File: src/hw/raster_pkg.sv
package raster_pkg;

    ////////////////////////////////////////////////////////////
    // pixel coordinates and list words
    ////////////////////////////////////////////////////////////

    typedef logic [15:0] coord_t;

    // x sits in the low half of a vertex word.
    typedef struct packed {
        coord_t y;
        coord_t x;
    } vertex_t;

    // the first word of a list is a header and every later word is a vertex.
    typedef union packed {
        struct packed {
            logic [15:0] unused;
            logic [15:0] tri_count;
        } header;
        vertex_t vertex;
    } list_word_u;

    typedef struct packed {
        vertex_t v2;
        vertex_t v1;
        vertex_t v0;
    } triangle_t;

    ////////////////////////////////////////////////////////////
    // edge functions and spans
    ////////////////////////////////////////////////////////////

    // the edge value at pixel (x, y) is a*x + b*y + c.
    typedef struct packed {
        logic signed [17:0] a;
        logic signed [17:0] b;
        logic signed [35:0] c;
    } edge_t;

    typedef struct packed {
        edge_t  e0;
        edge_t  e1;
        edge_t  e2;
        coord_t x;
        coord_t y;
        coord_t max_x;
        logic   last;
    } span_t;

endpackage
File: src/hw/fragment_collector.sv
`timescale 1ns/1ps

module fragment_collector #(
    parameter int LANES = 4
) (
    input  logic               clock,
    input  logic               reset,
    input  logic               hit_valid,
    input  logic [LANES-1:0]   hit,
    input  raster_pkg::coord_t hit_x,
    input  raster_pkg::coord_t hit_y,
    input  logic               hit_last,
    output logic               frag_valid,
    output logic               frag_last,
    output logic               tri_done,
    output raster_pkg::coord_t frag_x,
    output raster_pkg::coord_t frag_y,
    output logic [LANES-1:0]   frag_mask,
    output logic [31:0]        tri_pixels
);

    logic [31:0] running_total;
    logic [31:0] span_count;

    function automatic logic [31:0] count_ones(logic [LANES-1:0] bits);
        logic [31:0] n;
        n = '0;
        for (int i = 0; i < LANES; i++) begin
            n = n + 32'(bits[i]);
        end
        return n;
    endfunction

    assign span_count = count_ones(hit);

    always_ff @(posedge clock or negedge reset) begin
        if (!reset) begin
            frag_valid    <= 1'b0;
            frag_last     <= 1'b0;
            tri_done      <= 1'b0;
            running_total <= '0;
        end else begin
            frag_valid <= hit_valid;
            frag_last  <= hit_valid && hit_last;
            tri_done   <= hit_valid && hit_last;
            if (hit_valid) begin
                // the total restarts with the first span of the next triangle.
                running_total <= hit_last ? 32'd0 : running_total + span_count;
            end
        end
    end

    always_ff @(posedge clock) begin
        if (hit_valid) begin
            frag_x    <= hit_x;
            frag_y    <= hit_y;
            frag_mask <= hit;
            if (hit_last) begin
                tri_pixels <= running_total + span_count;
            end
        end
    end

endmodule

File: config.mk
export PLATFORM = sky130hd
export DESIGN_NAME = fragment_collector
export DESIGN_NICKNAME = d
export VERILOG_FILES = /design/src/hw/raster_pkg.sv /design/src/hw/fragment_collector.sv
export SDC_FILE = /design/constraint.sdc
export NUM_CORES = 1
export LEC_CHECK = 0
export BUFFER_PORTS_ARGS = -buffer_cell sky130_fd_sc_hd__buf_4
export CAP_MARGIN = 20
export CORE_ASPECT_RATIO = 0.75
export CORE_UTILIZATION = 58
export CTS_CLUSTER_DIAMETER = 60
export DETAILED_ROUTE_END_ITERATION = 10
export HOLD_SLACK_MARGIN = 0.08
export PLACE_DENSITY = 0.9
export SYNTH_ARGS = -nofsm -noshare
export SYNTH_HDL_FRONTEND = slang
export SYNTH_SLANG_ARGS = --single-unit
File: constraint.sdc
create_clock -name clock -period 4 [get_ports clock]
set_input_delay 0.8 -clock clock [delete_from_list [all_inputs] [get_ports clock]]
set_output_delay 0.8 -clock clock [all_outputs]
set_load 0.1 [all_outputs]
**Word level (Yosys, flattened, before mapping)**

Index checks and enable logic that the tools add are counted.

- Muxes and demuxes: 1
- Reductions and logical operators: 2
- $add $sub $neg: 4

Operator list:

| operator | count |
|---|---|
| 32-bit by 4-bit adder with 32-bit output | 1 |
| 32-bit 2-to-1 mux | 1 |
| 3-bit by 1-bit adder with 4-bit output | 1 |
| 2-bit by 1-bit adder with 3-bit output | 1 |
| 1-bit by 1-bit adder with 2-bit output | 1 |
| 2-bit AND reduction | 1 |
| 1-bit logical AND | 1 |

- Register bits: 102
- Output and inout bits: 71
- Logic and storage cells: 14

**Depth between registers and ports, before layout**

- Depth in word-level cells: 5
- Gate-level depth with buffers: 10

**Worst setup path after synthesis**

Ideal clock, no wire load.

- Kind: input -> register
- From: in hit_last
- To: reg tri_pixels[0], enable pin
- Slack: 0.817 ns
- Data arrival time: 2.761 ns
- Required time: 3.578 ns
- Buffers on the path: 2
- Cell stages on the path: 4
- Setup time: 0.422 ns
- Path through: clkbuf_1 inv_1 clkbuf_1 nor2_1

- Longest elaborated chain between the ends: 1

Ends and longest elaborated chain:

| what | RTL line | text |
|---|---|---|
| from (decl) | fragment_collector.sv:12 | `input logic hit_last,` |
| 2-bit AND reduction (no source line) | n/a |  |
| to (signal assigned) | fragment_collector.sv:59 | `tri_pixels <= running_total + span_count;` |
| to (decl) | fragment_collector.sv:19 | `output logic [31:0] tri_pixels` |

No other way between the ends.
A chain may end at the register's enable or synchronous reset.

**Worst setup path in the final report**

- From: in hit[0]
- To: reg tri_pixels[30], data pin

- Longest elaborated chain between the ends: 4

Ends and longest elaborated chain:

| what | RTL line | text |
|---|---|---|
| from (decl) | fragment_collector.sv:9 | `input logic [LANES-1:0] hit,` |
| 1-bit by 1-bit adder with 2-bit output | fragment_collector.sv:29 | `n = n + 32'(bits[i]);` |
| 2-bit by 1-bit adder with 3-bit output | fragment_collector.sv:29 |  |
| 3-bit by 1-bit adder with 4-bit output | fragment_collector.sv:29 |  |
| 32-bit by 4-bit adder with 32-bit output | fragment_collector.sv:59 |  |

No other way between the ends.

==> impl_metrics.toml <==
[worst_setup_path]
setup.worst_path.end = "tri_pixels[30]"
path_common_cell = "sky130_fd_sc_hd__fa_1"
critical_path.startpoint_type = "input pin"
critPathArrivalTime_ns = 3.37
reg2reg_slack_ns = 1.48
critical_path.cell_chain = "buf_4 > fa_1 > inv_1 > fa_1 > inv_1 > fa_1 > nand4_1 > nor3_2 > and3_1 > xnor2_1"
cpPeakStageDelay_ns = 0.53
reg2reg_depth = 8
worst_r2r_endpoint = "tri_pixels[30]"
worstPathMaxFanout = 7
r2r_start = "running_total[0]"
worst-setup-path-type = "in -> reg"
critPathSlowestCell = "sky130_fd_sc_hd__fa_1"
timing.critical_path.to_type = "flop"
timing.critical_path.required_ns = 4.14
worst_setup_path_startpoint = "hit[0]"

[clock_tree]
cts_setup_buffers = 0
ctsHtreeMaxLevel = 3
tritoncts.num_buffers = 9
cts.repair.resized = 0
clk_pin_slew_worst_paths_ns = 0.11
insertion_delay_to_the_later_sink_of_the_worst_skew_pair_ns = 0.38
clockRootBuffer = "sky130_fd_sc_hd__clkbuf_8"
cts-root-to-sink-buffers = 2
clock_tree_from_tritoncts = "done"
clock_sinks = 102
ctsHoldBuffers = 0

[power_and_ir_drop]
sw_frac_of_total = 0.359
power.share.clock = 0.255
p_leak_uw = 0.00234
internal_power_uw = 1660
fraction_of_power_consumed_by_sequential_logic = 0.489
power.switching_uw = 931
power.ir.vdd_worst_v = 0.000253
combinationalPowerShare = 0.257
power.density_mw_per_mm2 = 457

[yosys]
mappedNetlistNets = 403
yosys-top-cells-count = "68 x sky130_fd_sc_hd__edfxtp_1, 34 x sky130_fd_sc_hd__dfrtp_1, 23 x sky130_fd_sc_hd__nor2_1"
synth.yosys.seq_area_share = 0.623
synth_edf_count = 68
synthTopCellsByArea = "sky130_fd_sc_hd__edfxtp_1 44%, sky130_fd_sc_hd__dfrtp_1 18%, sky130_fd_sc_hd__xnor2_1 3.8%"
synth_top_area_share = 0.440
synth.most_common_cell = "sky130_fd_sc_hd__edfxtp_1"
synth.lib_cells_used.distinct = 60
ys_warn_count = 0
synth_top_flop_cell = "sky130_fd_sc_hd__edfxtp_1"
post_synth_instance_area_mm2 = 0.00464
synth-async-reset-ratio = 0.333
synthDominantAreaCellType = "sky130_fd_sc_hd__edfxtp_1"
netlist_instances = 359
synthesis.area_per_instance_um2 = 12.9
postSynthRegisterBits = 102

[detailed_routing]
drtAntennaViolNets = 0
detail_route.wirelength_um = 10400
drt_first_iter_violations = 273
firstDrtPassIters = 5
drc_errors = 0
routed_via_density = 6.04
detailroute.via_count = 3406
drt-wirelength-per-cell_um = 18.4

[place]
place.gp.congestion = 0.844
place_hpwl_um = 7060
portBuffers = 110

[die]
initial_utilization = 0.616
dieArea_mm2 = 0.00837
die-width_um = 105
chipHeight_um = 79.5
floorplan.core_area_mm2 = 0.00753
floorplan.io_pins = 111
rows = 27

[layout]
antenna_fix_cells = 0
final_core_occ = 0.752
areaGrowthSynthToFinish_pct = 22.0
post_route_cells_drive_above_1_share = 0.320
design.final.nets = 502

[sta]
slew_headroom = 0.519
fmax_mhz = 310
hold_viol = 0
rsz0062_at_grt = "no"
finalSetupViolCount = 0
fin_worst_skew_ns = 0.0133
timing_worst_slew_pin_value_ns = 0.721
hold-worst-slack_ns = 0.379
timing_max_transition_violations_final = 0
finalCritPeriodShare = 0.807
fin_crit_ns = 3.23
totalNegativeSetupSlack_ns = 0

[grt]
globalRouteOverflowTotal = 0
grt_pass1_vias = 3352
largest_net_degree_at_the_start_of_global_routing = 61
grt_antenna_before_repair = 0
grt_first_pass_wirelength_um = 16900
grt_util_all_layers = 0.266

[min_path]
worst_hold_path_type = "in -> async"

[run_status]
outcome = "completed"

[job]
cap_viol_max_count = 0
[cells by family (layout without fill, tap and decap cells)]
group / count (synthesis) / in the layout / share of synthesized area
AOI/OAI and AO/OA: 64 / 64 / 0.110
xor gates and xnor gates: 30 / 30 / 0.0566
adders and majority gates: 4 / 4 / 0.0156
buffers and inverters: 45 / 149 / 0.0509
DFF: 102 / 102 / 0.623
and+or+nand+nor: 114 / 114 / 0.144
[cells in the final DEF, fill, tap and decap left out, types with 4 or more instances in the layout]
| cell type | instances |
|---|---|
| sky130_fd_sc_hd__nand2_1 | 17 |
| sky130_fd_sc_hd__and3_1 | 5 |
| sky130_fd_sc_hd__o21ai_0 | 13 |
| sky130_fd_sc_hd__xor2_1 | 10 |
| sky130_fd_sc_hd__edfxtp_1 | 68 |
| sky130_fd_sc_hd__inv_1 | 19 |
| sky130_fd_sc_hd__nor2_1 | 22 |
| sky130_fd_sc_hd__and4_1 | 4 |
| sky130_fd_sc_hd__nor3_1 | 10 |
| sky130_fd_sc_hd__dfrtp_1 | 34 |
| sky130_fd_sc_hd__clkbuf_8 | 9 |
| sky130_fd_sc_hd__o31ai_1 | 8 |
| sky130_fd_sc_hd__nor2b_1 | 7 |
| sky130_fd_sc_hd__o32a_1 | 4 |
| sky130_fd_sc_hd__nand3_1 | 17 |
| sky130_fd_sc_hd__a22o_1 | 6 |
| sky130_fd_sc_hd__nand4_1 | 7 |
| sky130_fd_sc_hd__o211ai_1 | 4 |
| sky130_fd_sc_hd__xnor2_1 | 20 |
| sky130_fd_sc_hd__buf_4 | 114 |
[power by group through the flow]
stage / registers, µW / logic [µW] / clock network (µW)
6_report: 1270 / 666 / 660
5_1_grt: 1280 / 692 / 708
4_1_cts: 1270 / 666 / 668
3_5_place_dp: 1290 / 663 / 0
3_3_place_gp: 1280 / 652 / 0
2_1_floorplan: 1650 / 133 / 0
[metrics by stage]
step	cell area [µm²]	power, µW	std cells	setup WS, ns
after global routing	5670	2670	564	0.646
final	5670	2590	564	0.772
after CTS	5670	2600	564	0.810
after global placement	5460	1930	548	0.539
after floorplan	4640	1780	359	0.817
after detailed placement	5460	1950	548	0.408
[layer usage]
layer | up-vias | GRT usage | part of all wire
met5 | - | 0 | 0
met4 | 0 | 0.0732 | 0.013
met3 | 24 | 0.0678 | 0.089
met2 | 198 | 0.434 | 0.49
met1 | 1651 | 0.360 | 0.41
li1 | 1533 | - | -
[critical path: cells and delay by family]
family	cells	cell delay, ns
XOR/XNOR	1	0.07
adder cells (fa/ha/maj)	3	1.22
buffers and inverters	3	0.26
AND/OR/NAND/NOR	3	1.02
[worst min-delay path by stage]
stage	startpoint	to	slack, ns	depth (start not counted)
4_1_cts	reset	running_total[30]	0.39	1
2_1_floorplan	running_total[30]	running_total[30]	0.49	2
5_1_grt	reset	running_total[26]	0.39	1
3_3_place_gp	running_total[30]	running_total[30]	0.51	2
6_report	reset	running_total[26]	0.38	1
3_5_place_dp	running_total[30]	running_total[30]	0.52	2
[registers in the layout (all words and copies together) (netlist names)]
register / cells
frag_x: 16
tri_done: 1
frag_valid: 1
frag_y: 16
frag_mask: 4
running_total: 32
tri_pixels: 32
[area by class of cell]
cell class / instances / area (µm²)
Clock buffer: 9 / 124
Clock inverter: 7 / 80.1
Fill cell: 484 / 1870
Inverter: 19 / 71.3
Multi-Input combinational cell: 212 / 1520
Sequential cell: 102 / 2890
Tap cell: 101 / 126
Timing Repair Buffer: 114 / 856
No activity file was read; power rests on OpenSTA's default activity.
