`src/hw/raster_pkg.sv`:
```
package raster_pkg;

    ////////////////////////////////////////////////////////////
    // pixel coordinates and list words
    ////////////////////////////////////////////////////////////

    typedef logic [15:0] coord_t;

    // x sits in the low half of a vertex word.
    typedef struct packed {
        coord_t y;
        coord_t x;
    } vertex_t;

    // the first word of a list is a header and every later word is a vertex.
    typedef union packed {
        struct packed {
            logic [15:0] unused;
            logic [15:0] tri_count;
        } header;
        vertex_t vertex;
    } list_word_u;

    typedef struct packed {
        vertex_t v2;
        vertex_t v1;
        vertex_t v0;
    } triangle_t;

    ////////////////////////////////////////////////////////////
    // edge functions and spans
    ////////////////////////////////////////////////////////////

    // the edge value at pixel (x, y) is a*x + b*y + c.
    typedef struct packed {
        logic signed [17:0] a;
        logic signed [17:0] b;
        logic signed [35:0] c;
    } edge_t;

    typedef struct packed {
        edge_t  e0;
        edge_t  e1;
        edge_t  e2;
        coord_t x;
        coord_t y;
        coord_t max_x;
        logic   last;
    } span_t;

endpackage
```
`src/hw/vertex_fetch.sv`:
```
`timescale 1ns/1ps

module vertex_fetch #(
    parameter int ADDR_W = 26
) (
    input  logic                   clock,
    input  logic                   reset,
    input  logic                   start,
    input  logic [ADDR_W-1:0]      list_addr,
    output logic [ADDR_W-1:0]      mem_address,
    output logic                   mem_read,
    input  logic                   mem_waitrequest,
    input  raster_pkg::list_word_u mem_readdata,
    input  logic                   mem_readdatavalid,
    input  logic                   setup_idle,
    input  logic                   tri_done,
    output logic                   tri_valid,
    output raster_pkg::triangle_t  tri_data,
    output logic                   last_tri,
    output logic                   busy
);

    typedef enum logic [2:0] {
        S_IDLE,
        S_HDR_REQ,
        S_HDR_WAIT,
        S_VTX_REQ,
        S_VTX_WAIT,
        S_HANDOFF,
        S_DRAIN
    } state_t;

    state_t      state;
    logic [1:0]  vtx_idx;
    logic [15:0] tri_left;
    logic [15:0] done_left;

    ////////////////////////////////////////////////////////////
    // read sequencer
    ////////////////////////////////////////////////////////////

    always_ff @(posedge clock or negedge reset) begin
        if (!reset) begin
            state       <= S_IDLE;
            mem_address <= '0;
            mem_read    <= 1'b0;
            vtx_idx     <= '0;
            tri_left    <= '0;
            done_left   <= '0;
            tri_valid   <= 1'b0;
            last_tri    <= 1'b0;
            busy        <= 1'b0;
        end else begin
            tri_valid <= 1'b0;
            last_tri  <= 1'b0;

            // one read at a time, so address and read simply hold in a request state.
            case (state)
                S_IDLE: begin
                    if (start) begin
                        mem_address <= list_addr;
                        mem_read    <= 1'b1;
                        busy        <= 1'b1;
                        state       <= S_HDR_REQ;
                    end
                end
                S_HDR_REQ, S_VTX_REQ: begin
                    if (!mem_waitrequest) begin
                        mem_read <= 1'b0;
                        state    <= (state == S_HDR_REQ) ? S_HDR_WAIT : S_VTX_WAIT;
                    end
                end
                S_HDR_WAIT: begin
                    if (mem_readdatavalid) begin
                        tri_left  <= mem_readdata.header.tri_count;
                        done_left <= mem_readdata.header.tri_count;
                        vtx_idx   <= '0;
                        if (mem_readdata.header.tri_count == 16'd0) begin
                            busy  <= 1'b0;
                            state <= S_IDLE;
                        end else begin
                            mem_address <= mem_address + 1'b1;
                            mem_read    <= 1'b1;
                            state       <= S_VTX_REQ;
                        end
                    end
                end
                S_VTX_WAIT: begin
                    if (mem_readdatavalid) begin
                        if (vtx_idx == 2'd2) begin
                            vtx_idx <= '0;
                            state   <= S_HANDOFF;
                        end else begin
                            vtx_idx     <= vtx_idx + 1'b1;
                            mem_address <= mem_address + 1'b1;
                            mem_read    <= 1'b1;
                            state       <= S_VTX_REQ;
                        end
                    end
                end
                S_HANDOFF: begin
                    // the next triangle is fetched while the setup sweeps this one.
                    if (setup_idle) begin
                        tri_valid <= 1'b1;
                        last_tri  <= (tri_left == 16'd1);
                        tri_left  <= tri_left - 1'b1;
                        if (tri_left == 16'd1) begin
                            state <= S_DRAIN;
                        end else begin
                            mem_address <= mem_address + 1'b1;
                            mem_read    <= 1'b1;
                            state       <= S_VTX_REQ;
                        end
                    end
                end
                default: ;
            endcase

            // earlier triangles may finish while later ones are still being fetched.
            if (busy && tri_done) begin
                done_left <= done_left - 1'b1;
                if (done_left == 16'd1) begin
                    busy  <= 1'b0;
                    state <= S_IDLE;
                end
            end
        end
    end

    always_ff @(posedge clock) begin
        if (state == S_VTX_WAIT && mem_readdatavalid) begin
            case (vtx_idx)
                2'd0:    tri_data.v0 <= mem_readdata.vertex;
                2'd1:    tri_data.v1 <= mem_readdata.vertex;
                default: tri_data.v2 <= mem_readdata.vertex;
            endcase
        end
    end

endmodule

```
`config.mk`:
```
export PLATFORM = sky130hd
export DESIGN_NAME = vertex_fetch
export DESIGN_NICKNAME = d
export VERILOG_FILES = /design/src/hw/raster_pkg.sv /design/src/hw/vertex_fetch.sv
export SDC_FILE = /design/constraint.sdc
export NUM_CORES = 1
export LEC_CHECK = 0
export BUFFER_PORTS_ARGS = -buffer_cell sky130_fd_sc_hd__buf_2
export CAP_MARGIN = 20
export CORE_UTILIZATION = 53
export DETAILED_ROUTE_END_ITERATION = 16
export PLACE_DENSITY = 0.8
export SLEW_MARGIN = 30
export SYNTH_ARGS = -nofsm -noshare
export SYNTH_HDL_FRONTEND = slang
export SYNTH_SLANG_ARGS = --single-unit
```
`constraint.sdc`:
```
create_clock -name clock -period 3.8 [get_ports clock]
set_input_delay 0.76 -clock clock [delete_from_list [all_inputs] [get_ports clock]]
set_output_delay 0.76 -clock clock [all_outputs]
set_load 0.01 [all_outputs]
```
# Yosys cells after proc, flatten, opt, wreduce, memory -nomap -nowiden

Cells that the tools add are included.

Register bits after elaboration: 163
Bits of input ports: 65
Output and inout port bits: 126
Logic and storage cells: 106

$add $sub $neg: 4
Eq/ne operators: 17
Muxes and demuxes: 48
Bitwise gates (word level): 1
Reduce and logical (&&, ||, !) cells: 21

Operators by type and width:

| kind                                                | number |
|---|---|
| two-way mux 26 bit                                  | 7 |
| case mux 26 bit (4 select lines)                    | 1 |
| two-way mux 16 bit                                  | 4 |
| == test 16 x 1 -> 1 bit (second input constant)     | 2 |
| case mux 16 bit (2 select lines)                    | 1 |
| subtractor 16 x 1 -> 16 bit (second input constant) | 2 |
| two-way mux 3 bit                                   | 10 |
| adder 26 x 1 -> 26 bit (second input constant)      | 1 |
| two-way mux 1 bit                                   | 17 |
| zero test 16 bit                                    | 1 |
| != test 2 bit (second input constant)               | 8 |
| case mux 3 bit (5 select lines)                     | 1 |
| AND reduction 9 bit                                 | 1 |
| two-way mux 2 bit                                   | 4 |
| AND reduction 2 bit                                 | 4 |
| AND reduction 8 bit                                 | 1 |
| nonzero test 2 bit                                  | 4 |
| == test 3 x 2 -> 1 bit (second input constant)      | 2 |
| == test 3 bit (second input constant)               | 2 |
| AND reduction 3 bit                                 | 2 |
| case mux 1 bit (5 select lines)                     | 1 |
| nonzero test 5 bit                                  | 1 |
| case mux 2 bit (2 select lines)                     | 1 |
| nonzero test 4 bit                                  | 1 |
| 10 further kinds                                    | 12 |

# Depth between registers and ports, before layout

Depth after elaboration: 6
Gate-level depth with buffers: 8
Gate-level depth less buffers: 7

# Worst setup path before layout

OpenSTA, ideal clock, no wires.

Path kind: input to register
Start: input mem_readdatavalid
End: register tri_data[0] (netlist name), enable pin
Library setup time: 0.461 ns
Arrival: 3.216 ns
Required time: 3.339 ns
Setup slack: 0.123 ns
Stages: 4
Buffers on the path: 0
Cells stage by stage: inv_1 -> nor2_1 -> nand2_1 -> nor3_1

Word-level cells in the longest chain between the ends: 2

RTL lines:

| element                       | RTL line            | source |
|---|---|---|
| start: declaration            | vertex_fetch.sv:14  | `input logic mem_readdatavalid,` |
| logical AND 1 bit             | vertex_fetch.sv:131 | `if (state == S_VTX_WAIT && mem_readdatavalid) begin` |
| AND reduction 2 bit (no line) | --                  |  |
| end: declaration              | vertex_fetch.sv:18  | `output raster_pkg::triangle_t tri_data,` |

Every way passes these cells.
A chain may end at the register's enable or synchronous reset.

# Worst setup path in the final report

Start: register done_left[0]
End: register done_left[10]

Word-level cells in the longest chain between the ends: 2

RTL lines:

| element                     | RTL line            | source |
|---|---|---|
| start: declaration          | vertex_fetch.sv:36  | `logic [15:0] done_left;` |
| start signal: assignment    | vertex_fetch.sv:76  | `done_left <= mem_readdata.header.tri_count;` |
| start signal: assignment    | vertex_fetch.sv:121 | `done_left <= done_left - 1'b1;` |
| subtractor 16 x 1 -> 16 bit | vertex_fetch.sv:121 |  |
| two-way mux 16 bit          | vertex_fetch.sv:120 | `if (busy && tri_done) begin` |

Every way passes these cells.

==> flow_metrics.py <==
metrics = {
    "clock_network": {
        "cts-buffers-inserted": 17,
        "path_clk_slew_ps": 70,
        "cts_tree": "yes",
        "clk_latency_ps": 430,
        "cts_root_buf": "clkbuf_16",
        "h-tree-depth": 4,
        "cts_setup_buffers": 0,
        "clkSinkCount": 163,
        "ctsResizeCount": 0,
        "cts_buffer_depth": 2,
        "cts.hold.buffers_added": 0,
    },
    "logic_synthesis": {
        "avgSynthCellArea_sq_um": 11.52,
        "synth_ff_type": "edfxtp_1",
        "syn_area_sq_um": 7198,
        "synth_nets": 695,
        "yosysWarnings": 0,
        "ys_ff_latch": 163,
        "postSynthCellCount": 625,
        "synth_seq_area_share": 0.6334,
        "synth-async-reset-ratio": 0.4110,
        "synth_cell_types": 62,
        "synth_edf_count": 96,
    },
    "timing": {
        "finalClockSkew_ps": 10.40,
        "tightest_slew_ps": 1017,
        "setup_viol": 0,
        "fin_crit_sh": 0.6874,
        "slew_headroom": 0.3158,
        "hold_slack_ps": 365.0,
        "finalSetupTns_ps": 0,
        "rsz0062_at_grt": "no",
        "fmax_mhz": 382.8,
        "hold_viol_final": 0,
        "finalCriticalPeriod_ps": 2612,
        "slew_violations": 0,
    },
    "critical_path": {
        "crit_slowest_cell": "or4_1",
        "critPathKind": "reg -> reg",
        "start_kind": "flop",
        "crit_chain": "inv_1, ha_1, or3b_4, or4_4, or4_1, a21oi_1, o21a_1",
        "crit_fanout": 6,
        "r2r-start": "done_left[0]",
        "crit_path_start": "done_left[0]",
        "slowest_delay_ps": 510,
        "worstPathArrival_ps": 2970,
        "cp-end-kind": "flop",
        "worstPathRequired_ps": 4160,
    },
    "grt": {
        "grt_pass1_wl_mm": 29.57,
        "globalRouteOverflowTotal": 0,
        "globalRouteTotalUtil": 0.2688,
        "grt_max_degree": 33,
        "antenna_found_initial": 0,
        "grt_pass1_vias": 5952,
    },
    "drt": {
        "drc": 0,
        "vias": 6210,
        "first_pass_iters": 7,
        "vias_per_cell": 6.185,
        "totalWireLength_mm": 18.86,
        "drtIter0Drc": 539,
        "wl_per_cell_microns": 18.78,
        "ant_nets": 0,
    },
    "layout": {
        "num_antenna_cells": 0,
        "nets": 885,
        "area_growth_syn_to_layout_pct": 24.84,
        "drive_gt1_frac": 0.3043,
        "layout.cells.most_common_list": "buf_2, edfxtp_1, nor2_1",
        "final_cells": 1004,
        "final_common_cell": "buf_2",
        "finalInstanceArea_sq_um": 8986,
    },
    "floorplanning": {
        "core_sq_um": 13240,
        "initial_core_util": 0.5436,
        "die_h_microns": 118.5,
        "fp.dieW_microns": 118.5,
        "row_count": 42,
        "io_pins": 191,
        "die_area_sq_um": 14050,
    },
    "place": {
        "gp_congestion": 0.9701,
        "placed_cells": 971,
        "portBuffers": 190,
        "placed_cell_area_sq_um": 8373,
        "dp_hpwl_mm": 12.50,
    },
    "power_and_ir_drop": {
        "power.share.sequential": 0.402,
        "power.density_nw_per_um2": 770.9,
        "netSwitchingFraction": 0.3961,
        "clockPowerShare": 0.243,
        "combPwrFrac": 0.355,
        "leakage_uw": 0.003594,
        "p_int_uw": 4184,
        "irDropWorstVdd_uv": 432.3,
        "p_switching_uw": 2744,
    },
    "flow_run": {
        "timing.max_cap.violations": 0,
    },
    "min_path": {
        "worstHoldPathType": "in -> async",
    },
    "run_status": {
        "outcome": "finished, final reports clean",
    },
}
==> path summary, 6_finish.rpt <==
path | to | slack (ps) | cells past startpoint
max reg2reg | done_left[10] | 1190 | 7
max in group asynchronous | tri_left[2] | 2640 | 2
min reg2reg | tri_left[6] | 510 | 2
min | done_left[10] | 360 | 1
min in group clock | tri_left[6] | 510 | 2
max | done_left[10] | 1190 | 7
==> power by group through the flow <==
stage,clock [uW],sequential [uW],combinational [uW]
final,1680,2790,2460
after global routing,1770,2840,2710
after CTS,1700,2770,2440
after detailed placement,0,2790,2420
after global placement,0,2760,2330
after floorplan,0,2710,1720
==> cell usage after synthesis, drive strengths merged (5+ instances only) <==
cell type / count / area share
edfxtp: 96 / 0.40
nor2: 69 / 0.036
dfrtp: 67 / 0.23
nand2: 42 / 0.022
o21ai: 39 / 0.027
nor4: 36 / 0.032
a21oi: 31 / 0.022
clkbuf: 31 / 0.016
nand3: 20 / 0.014
a2bb2oi: 15 / 0.018
inv: 15 / 0.0078
a31oi: 14 / 0.012
nor3: 12 / 0.0083
o22ai: 12 / 0.010
a22oi: 10 / 0.010
o22a: 9 / 0.011
and3: 7 / 0.0061
nand2b: 7 / 0.0061
nand4: 7 / 0.0061
buf: 5 / 0.0030
ha: 5 / 0.0087
or4: 5 / 0.0057
==> flip-flops by register name, indices dropped and copies added, names as in the netlist <==
name         cells
tri_data        96
mem_address     26
done_left       16
tri_left        16
state            3
vtx_idx          2
busy             1
last_tri         1
mem_read         1
tri_valid        1
==> logic make-up after synthesis <==
group,count (synthesis),synth area share
buffers and inverters,51,0.02694
xor gates and xnor gates,1,0.001217
adders and majority gates,5,0.008691
muxes,3,0.004346
and+or+nand+nor,224,0.1570
DFF,163,0.6334
AOI/OAI and AO/OA,178,0.1684
==> stage by stage <==
step | power, uW | worst slack [ps] | util
2_1_floorplan | 4427 | 122.7 | -
3_5_place_dp | 5213 | 943.6 | 0.6323
3_3_place_gp | 5093 | 1036 | 0.6323
4_1_cts | 6898 | 1242 | 0.6765
5_1_grt | 7325 | 1054 | 0.6786
6_report | 6927 | 1188 | 0.6786
==> final cells by class <==
cell class / instances / area (sq um)
sequential: 163 / 4559
fill: 969 / 4257
multi-input combinational: 411 / 2466
timing repair buffer: 207 / 1099
clock buffer: 17 / 425.4
tap: 176 / 220.2
clock inverter: 15 / 160.2
inverter: 15 / 56.30
==> metal layers <==
metal  GRT usage  wire [microns]
met5           0               0
met4      0.1187             384
met3     0.04585            1572
met2      0.4565            9408
met1      0.3384            7490
==> worst max-delay path: cells and delay by family, from the launching register on <==
family	cells	cell delay (ps)
AOI/OAI and AO/OA	2	420
DFF	1	450
buffers and inverters	1	90
and+or+nand+nor	3	1410
adders and majority gates	1	190
No activity file was read; power rests on OpenSTA's default activity.
