### src/hw/raster_pkg.sv
package raster_pkg;

    ////////////////////////////////////////////////////////////
    // pixel coordinates and list words
    ////////////////////////////////////////////////////////////

    typedef logic [15:0] coord_t;

    // x sits in the low half of a vertex word.
    typedef struct packed {
        coord_t y;
        coord_t x;
    } vertex_t;

    // the first word of a list is a header and every later word is a vertex.
    typedef union packed {
        struct packed {
            logic [15:0] unused;
            logic [15:0] tri_count;
        } header;
        vertex_t vertex;
    } list_word_u;

    typedef struct packed {
        vertex_t v2;
        vertex_t v1;
        vertex_t v0;
    } triangle_t;

    ////////////////////////////////////////////////////////////
    // edge functions and spans
    ////////////////////////////////////////////////////////////

    // the edge value at pixel (x, y) is a*x + b*y + c.
    typedef struct packed {
        logic signed [17:0] a;
        logic signed [17:0] b;
        logic signed [35:0] c;
    } edge_t;

    typedef struct packed {
        edge_t  e0;
        edge_t  e1;
        edge_t  e2;
        coord_t x;
        coord_t y;
        coord_t max_x;
        logic   last;
    } span_t;

endpackage
### src/hw/triangle_setup.sv
`timescale 1ns/1ps

module triangle_setup #(
    parameter int LANES = 4
) (
    input  logic                  clock,
    input  logic                  reset,
    input  logic                  tri_valid,
    input  raster_pkg::triangle_t tri_data,
    output logic                  setup_idle,
    output logic                  span_valid,
    output raster_pkg::span_t     span
);

    localparam logic [16:0] STEP = 17'(LANES);

    raster_pkg::triangle_t tri_q;
    raster_pkg::edge_t     e0_q;
    raster_pkg::edge_t     e1_q;
    raster_pkg::edge_t     e2_q;
    raster_pkg::coord_t    min_x_q;
    raster_pkg::coord_t    max_x_q;
    raster_pkg::coord_t    max_y_q;
    raster_pkg::coord_t    box_min_x;
    raster_pkg::coord_t    box_min_y;
    raster_pkg::coord_t    box_max_x;
    raster_pkg::coord_t    box_max_y;
    raster_pkg::coord_t    cur_x;
    raster_pkg::coord_t    cur_y;
    logic                  coef_valid;
    logic                  sweeping;
    logic                  row_end;

    // edge p->q gives a = py - qy, b = qx - px, c = px*qy - qx*py.
    function automatic raster_pkg::edge_t make_edge(raster_pkg::vertex_t p,
                                                    raster_pkg::vertex_t q);
        raster_pkg::edge_t e;
        logic [31:0]       m0;
        logic [31:0]       m1;
        m0 = p.x * q.y;
        m1 = q.x * p.y;
        e.a = {2'b00, p.y} - {2'b00, q.y};
        e.b = {2'b00, q.x} - {2'b00, p.x};
        e.c = {4'b0000, m0} - {4'b0000, m1};
        return e;
    endfunction

    function automatic raster_pkg::coord_t min3(raster_pkg::coord_t a,
                                                raster_pkg::coord_t b,
                                                raster_pkg::coord_t c);
        raster_pkg::coord_t m;
        m = (a < b) ? a : b;
        return (c < m) ? c : m;
    endfunction

    function automatic raster_pkg::coord_t max3(raster_pkg::coord_t a,
                                                raster_pkg::coord_t b,
                                                raster_pkg::coord_t c);
        raster_pkg::coord_t m;
        m = (a > b) ? a : b;
        return (c > m) ? c : m;
    endfunction

    ////////////////////////////////////////////////////////////
    // coefficients, then the bounding box
    ////////////////////////////////////////////////////////////

    always_comb begin
        box_min_x = min3(tri_q.v0.x, tri_q.v1.x, tri_q.v2.x);
        box_min_y = min3(tri_q.v0.y, tri_q.v1.y, tri_q.v2.y);
        box_max_x = max3(tri_q.v0.x, tri_q.v1.x, tri_q.v2.x);
        box_max_y = max3(tri_q.v0.y, tri_q.v1.y, tri_q.v2.y);
    end

    always_ff @(posedge clock) begin
        if (tri_valid) begin
            tri_q <= tri_data;
            e0_q  <= make_edge(tri_data.v0, tri_data.v1);
            e1_q  <= make_edge(tri_data.v1, tri_data.v2);
            e2_q  <= make_edge(tri_data.v2, tri_data.v0);
        end
        if (coef_valid) begin
            min_x_q <= box_min_x;
            max_x_q <= box_max_x;
            max_y_q <= box_max_y;
        end
    end

    ////////////////////////////////////////////////////////////
    // span sweep
    ////////////////////////////////////////////////////////////

    assign row_end = ({1'b0, cur_x} + STEP) > {1'b0, max_x_q};

    always_ff @(posedge clock or negedge reset) begin
        if (!reset) begin
            coef_valid <= 1'b0;
            sweeping   <= 1'b0;
            cur_x      <= '0;
            cur_y      <= '0;
        end else begin
            coef_valid <= tri_valid;
            if (coef_valid) begin
                cur_x    <= box_min_x;
                cur_y    <= box_min_y;
                sweeping <= 1'b1;
            end else if (sweeping) begin
                if (row_end) begin
                    if (cur_y == max_y_q) begin
                        sweeping <= 1'b0;
                    end else begin
                        cur_y <= cur_y + 1'b1;
                        cur_x <= min_x_q;
                    end
                end else begin
                    cur_x <= cur_x + STEP[15:0];
                end
            end
        end
    end

    assign setup_idle = !(coef_valid || sweeping);
    assign span_valid = sweeping;

    always_comb begin
        span.e0    = e0_q;
        span.e1    = e1_q;
        span.e2    = e2_q;
        span.x     = cur_x;
        span.y     = cur_y;
        span.max_x = max_x_q;
        span.last  = row_end && (cur_y == max_y_q);
    end

endmodule

### config.mk
export PLATFORM = sky130hd
export DESIGN_NAME = triangle_setup
export DESIGN_NICKNAME = d
export VERILOG_FILES = /design/src/hw/raster_pkg.sv /design/src/hw/triangle_setup.sv
export SDC_FILE = /design/constraint.sdc
export NUM_CORES = 2
export LEC_CHECK = 0
export BUFFER_PORTS_ARGS = -buffer_cell sky130_fd_sc_hd__buf_2
export CAP_MARGIN = 20
export CORE_MARGIN = 2
export CORE_UTILIZATION = 35
export CTS_CLUSTER_DIAMETER = 40
export CTS_CLUSTER_SIZE = 16
export DETAILED_ROUTE_END_ITERATION = 12
export MAX_ROUTING_LAYER = met4
export PLACE_DENSITY = 0.61
export SKIP_LAST_GASP = 1
export SYNTH_ARGS = -nofsm -noshare
export SYNTH_HDL_FRONTEND = slang
export SYNTH_SLANG_ARGS = --single-unit
export TNS_END_PERCENT = 20
### constraint.sdc
create_clock -name clock -period 4.3 [get_ports clock]
set_input_delay 0.43 -clock clock [delete_from_list [all_inputs] [get_ports clock]]
set_output_delay 0.43 -clock clock [all_outputs]
set_load 0.05 [all_outputs]
# Word level (Yosys, flattened, before mapping)
# Cells that the tools add are included.
[word_totals]
mem_bits_ro = 0
latchBits = 0
mem_bits_rw = 0
out_inout_bits = 267
wordCells = 79
input_bits = 99
memories = 0
ff_bits = 394
[op_classes]
mul = 6
order_cmp = 9
n_mux = 20
reduce_logical = 7
n_addsub = 12
n_eq_ne = 3
div = 0
n_shift = 0
n_bitwise = 0
[ops]
columns = ["operator", "n"]
rows = [
  ["16-bit 2-to-1 mux", 16],
  ["16-bit by 16-bit multiplier with 32-bit output", 6],
  ["16-bit by 16-bit subtractor with 17-bit output", 6],
  ["32-bit by 32-bit subtractor with 33-bit output", 3],
  ["16-bit > comparator", 4],
  ["16-bit less-than comparator", 4],
  ["16-bit by 3-bit adder with 17-bit output, second input constant", 1],
  ["17-bit by 16-bit > comparator with 1-bit output", 1],
  ["16-bit by 1-bit adder with 16-bit output, second input constant", 1],
  ["16-bit by 3-bit adder with 16-bit output, second input constant", 1],
  ["16-bit == test", 1],
  ["1-bit 2-to-1 mux", 4],
  ["2-bit nonzero test", 2],
  ["3-bit inequality test, second input constant", 1],
  ["3-bit AND reduction", 1],
  ["2-bit inequality test, second input constant", 1],
  ["2-bit AND reduction", 1],
  ["1-bit logical AND", 1],
  ["1-bit zero test", 1],
  ["1-bit logical OR", 1],
]

# Logic depth before layout (Yosys ltp)
[logic_depth]
ltp_word = 5
mapped_depth = 29
depth_no_buf = 27

# Worst setup path before layout
# Ideal clock, no wire load.
[synth_path]
path_kind = "input to register"
from = "input tri_data[36] (netlist name)"
to = "register e1_q (netlist bit span[146]) (data pin)"
setup_ps = 259
required_time_ps = 4041
arrival_time_ps = 7286
path_slack_ps = -3245
path_buffers = 2
stages = 23
cell_sequence = "clkbuf_1 > clkinv_1 > buf_1 > nor2_1 > fa_1 > fa_1 > inv_1 > fa_1 > fa_1 > inv_1 > fa_1 > fa_1 > fa_1 > fa_1 > ha_1 > a2111oi_0 > and2_1 > a22oi_2 > o41ai_4 > nor2_1 > or4_1 > a21oi_2 > xnor2_1"
[synth_between]
elab_chain_len = 2
[synth_lines]
columns = ["item", "line_no", "text"]
rows = [
  ["from (decl)", "triangle_setup.sv:9", "input raster_pkg::triangle_t tri_data,"],
  ["16-bit by 16-bit multiplier with 32-bit output", "triangle_setup.sv:40", "m0 = p.x * q.y;"],
  ["32-bit by 32-bit subtractor with 33-bit output", "triangle_setup.sv:44", "e.c = {4'b0000, m0} - {4'b0000, m1};"],
  ["to (signal assigned)", "triangle_setup.sv:79", "e1_q <= make_edge(tri_data.v1, tri_data.v2);"],
  ["to (decl)", "triangle_setup.sv:19", "raster_pkg::edge_t e1_q;"],
]
# No other way between the ends.
# A chain may end at the register's enable or synchronous reset.

# Worst setup path in the final report
[layout_path]
from = "input tri_data[90] (netlist name)"
to = "register e2_q (netlist bit span[76]) (data pin)"
[layout_between]
elab_chain_len = 2
[layout_lines]
columns = ["item", "line_no", "text"]
rows = [
  ["16-bit by 16-bit multiplier with 32-bit output", "triangle_setup.sv:41", "m1 = q.x * p.y;"],
  ["32-bit by 32-bit subtractor with 33-bit output", "triangle_setup.sv:44", ""],
  ["to (signal assigned)", "triangle_setup.sv:80", "e2_q <= make_edge(tri_data.v2, tri_data.v0);"],
  ["to (decl)", "triangle_setup.sv:20", "raster_pkg::edge_t e2_q;"],
]
# No other way between the ends.

==> flow_metrics.env <==
export IMPL_status="complete, but fails checks"
export IMPL_violations="setup timing"
export IMPL_max_clock_path_buffers=3
export IMPL_worst_path_buf_inv=4
export IMPL_crit_family="adder cells"
export IMPL_stdcell_count=11840
export IMPL_fillers=19550
export IMPL_die_w_um=457.4
export IMPL_timing_critical_path_cells="buf_4 -> buf_12 -> buf_4 -> nand2_1 -> fa_1 -> fa_1 -> fa_1 -> fa_1 -> buf_6 -> fa_1 -> fa_1 -> fa_1 -> fa_1 -> ha_4 -> a21o_1 -> a21o_1 -> a21o_1 -> a21o_1 -> a21oi_2 -> o21ai_4 -> a311oi_2 -> or4b_1 -> o211ai_1"
export IMPL_yosysUniqueCellTypes=91
export IMPL_tightest_slew_ps=1082
export IMPL_dp_cells=11520
export IMPL_insertion_delay_ps=710
export IMPL_yosysSeqAreaShare_pct=15.58
export IMPL_root_buffer="clkbuf_16"
export IMPL_ff_latch_area_sq_um=11210
export IMPL_netlist_area_sq_um=71950
export IMPL_crit_type="in2reg"
export IMPL_required_ps=4850
export IMPL_synth_edff_count=345
export IMPL_syn_area_per_cell_sq_um=9.442
export IMPL_firstDrtPassIters=8
export IMPL_fin_skew_ps=18.87
export IMPL_start_kind="primary input"
export IMPL_fmax_mhz=147.1
export IMPL_num_vias=59340
export IMPL_synth_cells=7621
export IMPL_area_delta_synth_final_pct=29.67
export IMPL_r2r_start="tri_q[33]$_DFFE_PP_"
export IMPL_post_place_ws_ps=-3637
export IMPL_hold_viol=0
export IMPL_place_port_buffers=365
export IMPL_crit_start="tri_data[90]"
export IMPL_synth_seq_cells=379
export IMPL_end_kind="flop"
export IMPL_core_area_sq_um=204600
export IMPL_first_global_vias=62480
export IMPL_place_hpwl_um=264600
export IMPL_die_h_um=457.4
export IMPL_setup_ws_ps=-2498
export IMPL_cts_sinks=379
export IMPL_drive_above_1_share_pct=25.99
export IMPL_drtIter0Drc=4656
export IMPL_overflow=0
export IMPL_synth_net_count=9890
export IMPL_drc=0
export IMPL_crit_top_cell="fa_1"
export IMPL_fin_nets=11340
export IMPL_fp_row_count=166
export IMPL_postLayoutCoreUtil_pct=45.61
export IMPL_cp_arrival_ps=7350
export IMPL_htreeDepth=3
export IMPL_cts_tree="built"
export IMPL_min_period_over_period_pct=158.1
export IMPL_critPathMaxStageDelay_ps=580
export IMPL_grt_max_degree=70
export IMPL_wl_per_cell_um=26.23
export IMPL_start_util_pct=35.17
export IMPL_async_flop_share_pct=8.971
export IMPL_final_common_cell="inv_1"
export IMPL_yosys_most_used_dff="edfxtp_1"
export IMPL_hold_path_startpoint="tri_data[63]"
export IMPL_slew_headroom_pct=27.32
export IMPL_grt_setup_unrepaired="yes"
export IMPL_critPathMaxFanout=9
export IMPL_fin_hold_ws_ps=77.69
export IMPL_grt_usage_pct=30.87
export IMPL_fin_crit_ps=6798
export IMPL_io_pins=366
export IMPL_synth_warnings=0
export IMPL_clk_pin_slew_ps=50
export IMPL_vias_per_cell=5.011
export IMPL_grt_pass1_wl_um=445200
export IMPL_setup_viol=168
export IMPL_cts_buffers=77
export IMPL_antenna_found_initial=26
export IMPL_maxSlewViolCount=0
export IMPL_final_cell_mix="1736 x inv_1, 1273 x fa_1, 1091 x buf_4, 872 x nand2_1, 762 x ha_1"
export IMPL_drv_cap=0
export IMPL_finalWeightedCongestion=1.052
export IMPL_dieArea_sq_um=209200
export IMPL_ant_nets=0
export IMPL_hold_class="in2reg"
export IMPL_cp_slowest_cell="fa_1"
export IMPL_routed_wl_um=310600
export IMPL_multi_input_area_sq_um=54380
[final timing paths]
check / slack [ps] / to / depth (start not counted)
worst max-delay path: -2500 / span[76]$_DFFE_PP_ / 23
worst min-delay path: 80 / tri_q[63]$_DFFE_PP_ / 2
worst max register to register: -660 / cur_x[11]$_DFFE_PN0P_ / 22
worst min register to register: 620 / cur_x[14]$_DFFE_PN0P_ / 2
max in group asynchronous: 3300 / coef_valid$_DFF_PN0_ / 2
min in group asynchronous: 390 / cur_y[7]$_DFFE_PN0P_ / 2
[what timing repair did]
action | CTS | global route
gates resized for setup | 479 | 236
gates cloned | 3 | 0
pin swaps | 172 | 136
endpoints found under the hold margin | 35 | 0
setup buffers | 125 | 44
hold buffers | 2 | 0
endpoints found under the setup margin | 168 | 169
[cell usage after synthesis (12+ instances only)]
cell | n | area share (%)
inv_1 | 1807 | 9.4
fa_1 | 1362 | 38
nand2_1 | 882 | 4.6
nor2_1 | 861 | 4.5
ha_1 | 808 | 14
edfxtp_1 | 345 | 14
clkbuf_1 | 227 | 1.2
a21oi_1 | 155 | 1.1
xnor2_1 | 136 | 1.7
mux2i_1 | 103 | 1.4
o21ai_0 | 88 | 0.61
nand3_1 | 68 | 0.47
a21o_1 | 66 | 0.69
xor2_1 | 66 | 0.80
buf_1 | 62 | 0.32
mux2_2 | 45 | 0.70
o21a_1 | 41 | 0.43
nor3_1 | 39 | 0.27
nor2b_1 | 38 | 0.33
dfrtp_1 | 34 | 1.2
clkinv_1 | 31 | 0.16
nand4_1 | 27 | 0.23
a211oi_1 | 24 | 0.25
and3_1 | 23 | 0.20
buf_4 | 19 | 0.20
nand2b_1 | 17 | 0.15
a31oi_1 | 16 | 0.14
or3_1 | 15 | 0.13
nor4_1 | 13 | 0.11
o21ai_1 | 13 | 0.090
o21bai_1 | 13 | 0.14
a21boi_0 | 12 | 0.13
and2_1 | 12 | 0.10
[final cells by class]
cell class,count,area share [%]
tap,2688,3.605
inverter,1839,7.762
clock buffer,82,2.108
timing repair buffer,1691,15.39
multi-input combinational,5085,58.29
clock inverter,59,0.7791
antenna,18,0.04828
timing repair inverter,1,0.005364
sequential,379,12.02
[routing by layer]
metal  part of all wire (%)  vias to the layer above  track usage, %
met5                      0                        -               -
met4                    7.9                        0           18.77
met3                    7.1                      602           4.719
met2                     45                     2412           46.56
met1                     40                    30190           39.14
li1                       -                    26130               -
[state kept, by name (all words and copies together), names as in the netlist]
signal,flops
coef_valid,1
cur_x,16
cur_y,16
max_x_q,16
max_y_q,16
min_x_q,16
span,201
span_valid,1
tri_q,96
[worst register-to-register path, cell delays in order, from the launching register on]
cell and delay [ps]:
edfxtp_1 350, inv_1 70, ha_1 290, nor2b_1 130, o21a_1 120, o21ai_1 60, a21oi_1 280, o21ai_2 160
and2_1 200, buf_4 160, o21ai_0 460, inv_1 130, ha_1 300, nand3_1 100, or3_1 210, nor3_1 80
buf_4 150, a221oi_1 220, o221a_2 250, o311a_4 360, buf_4 260, mux2i_1 390, o2bb2ai_1 160
[metrics by stage]
step | area [sq um] | TNS (ps)
floorplan | 74090 | -173000
global placement | 86580 | -289010
detailed placement | 86580 | -290650
CTS | 92090 | -199070
global route | 93280 | -229230
finish | 93300 | -198860
[cells by family after synthesis]
family	Yosys count	share of synthesized area, %
flops	379	15.58
xor+xnor	202	2.459
buf+inv	2157	11.39
fa+ha+maj	2170	51.94
mux	154	2.257
simple gates	2032	11.50
compound gates	527	4.862
Power is not shown: default switching activity piles up to over one toggle a cycle in this logic, so the estimate is an artifact.
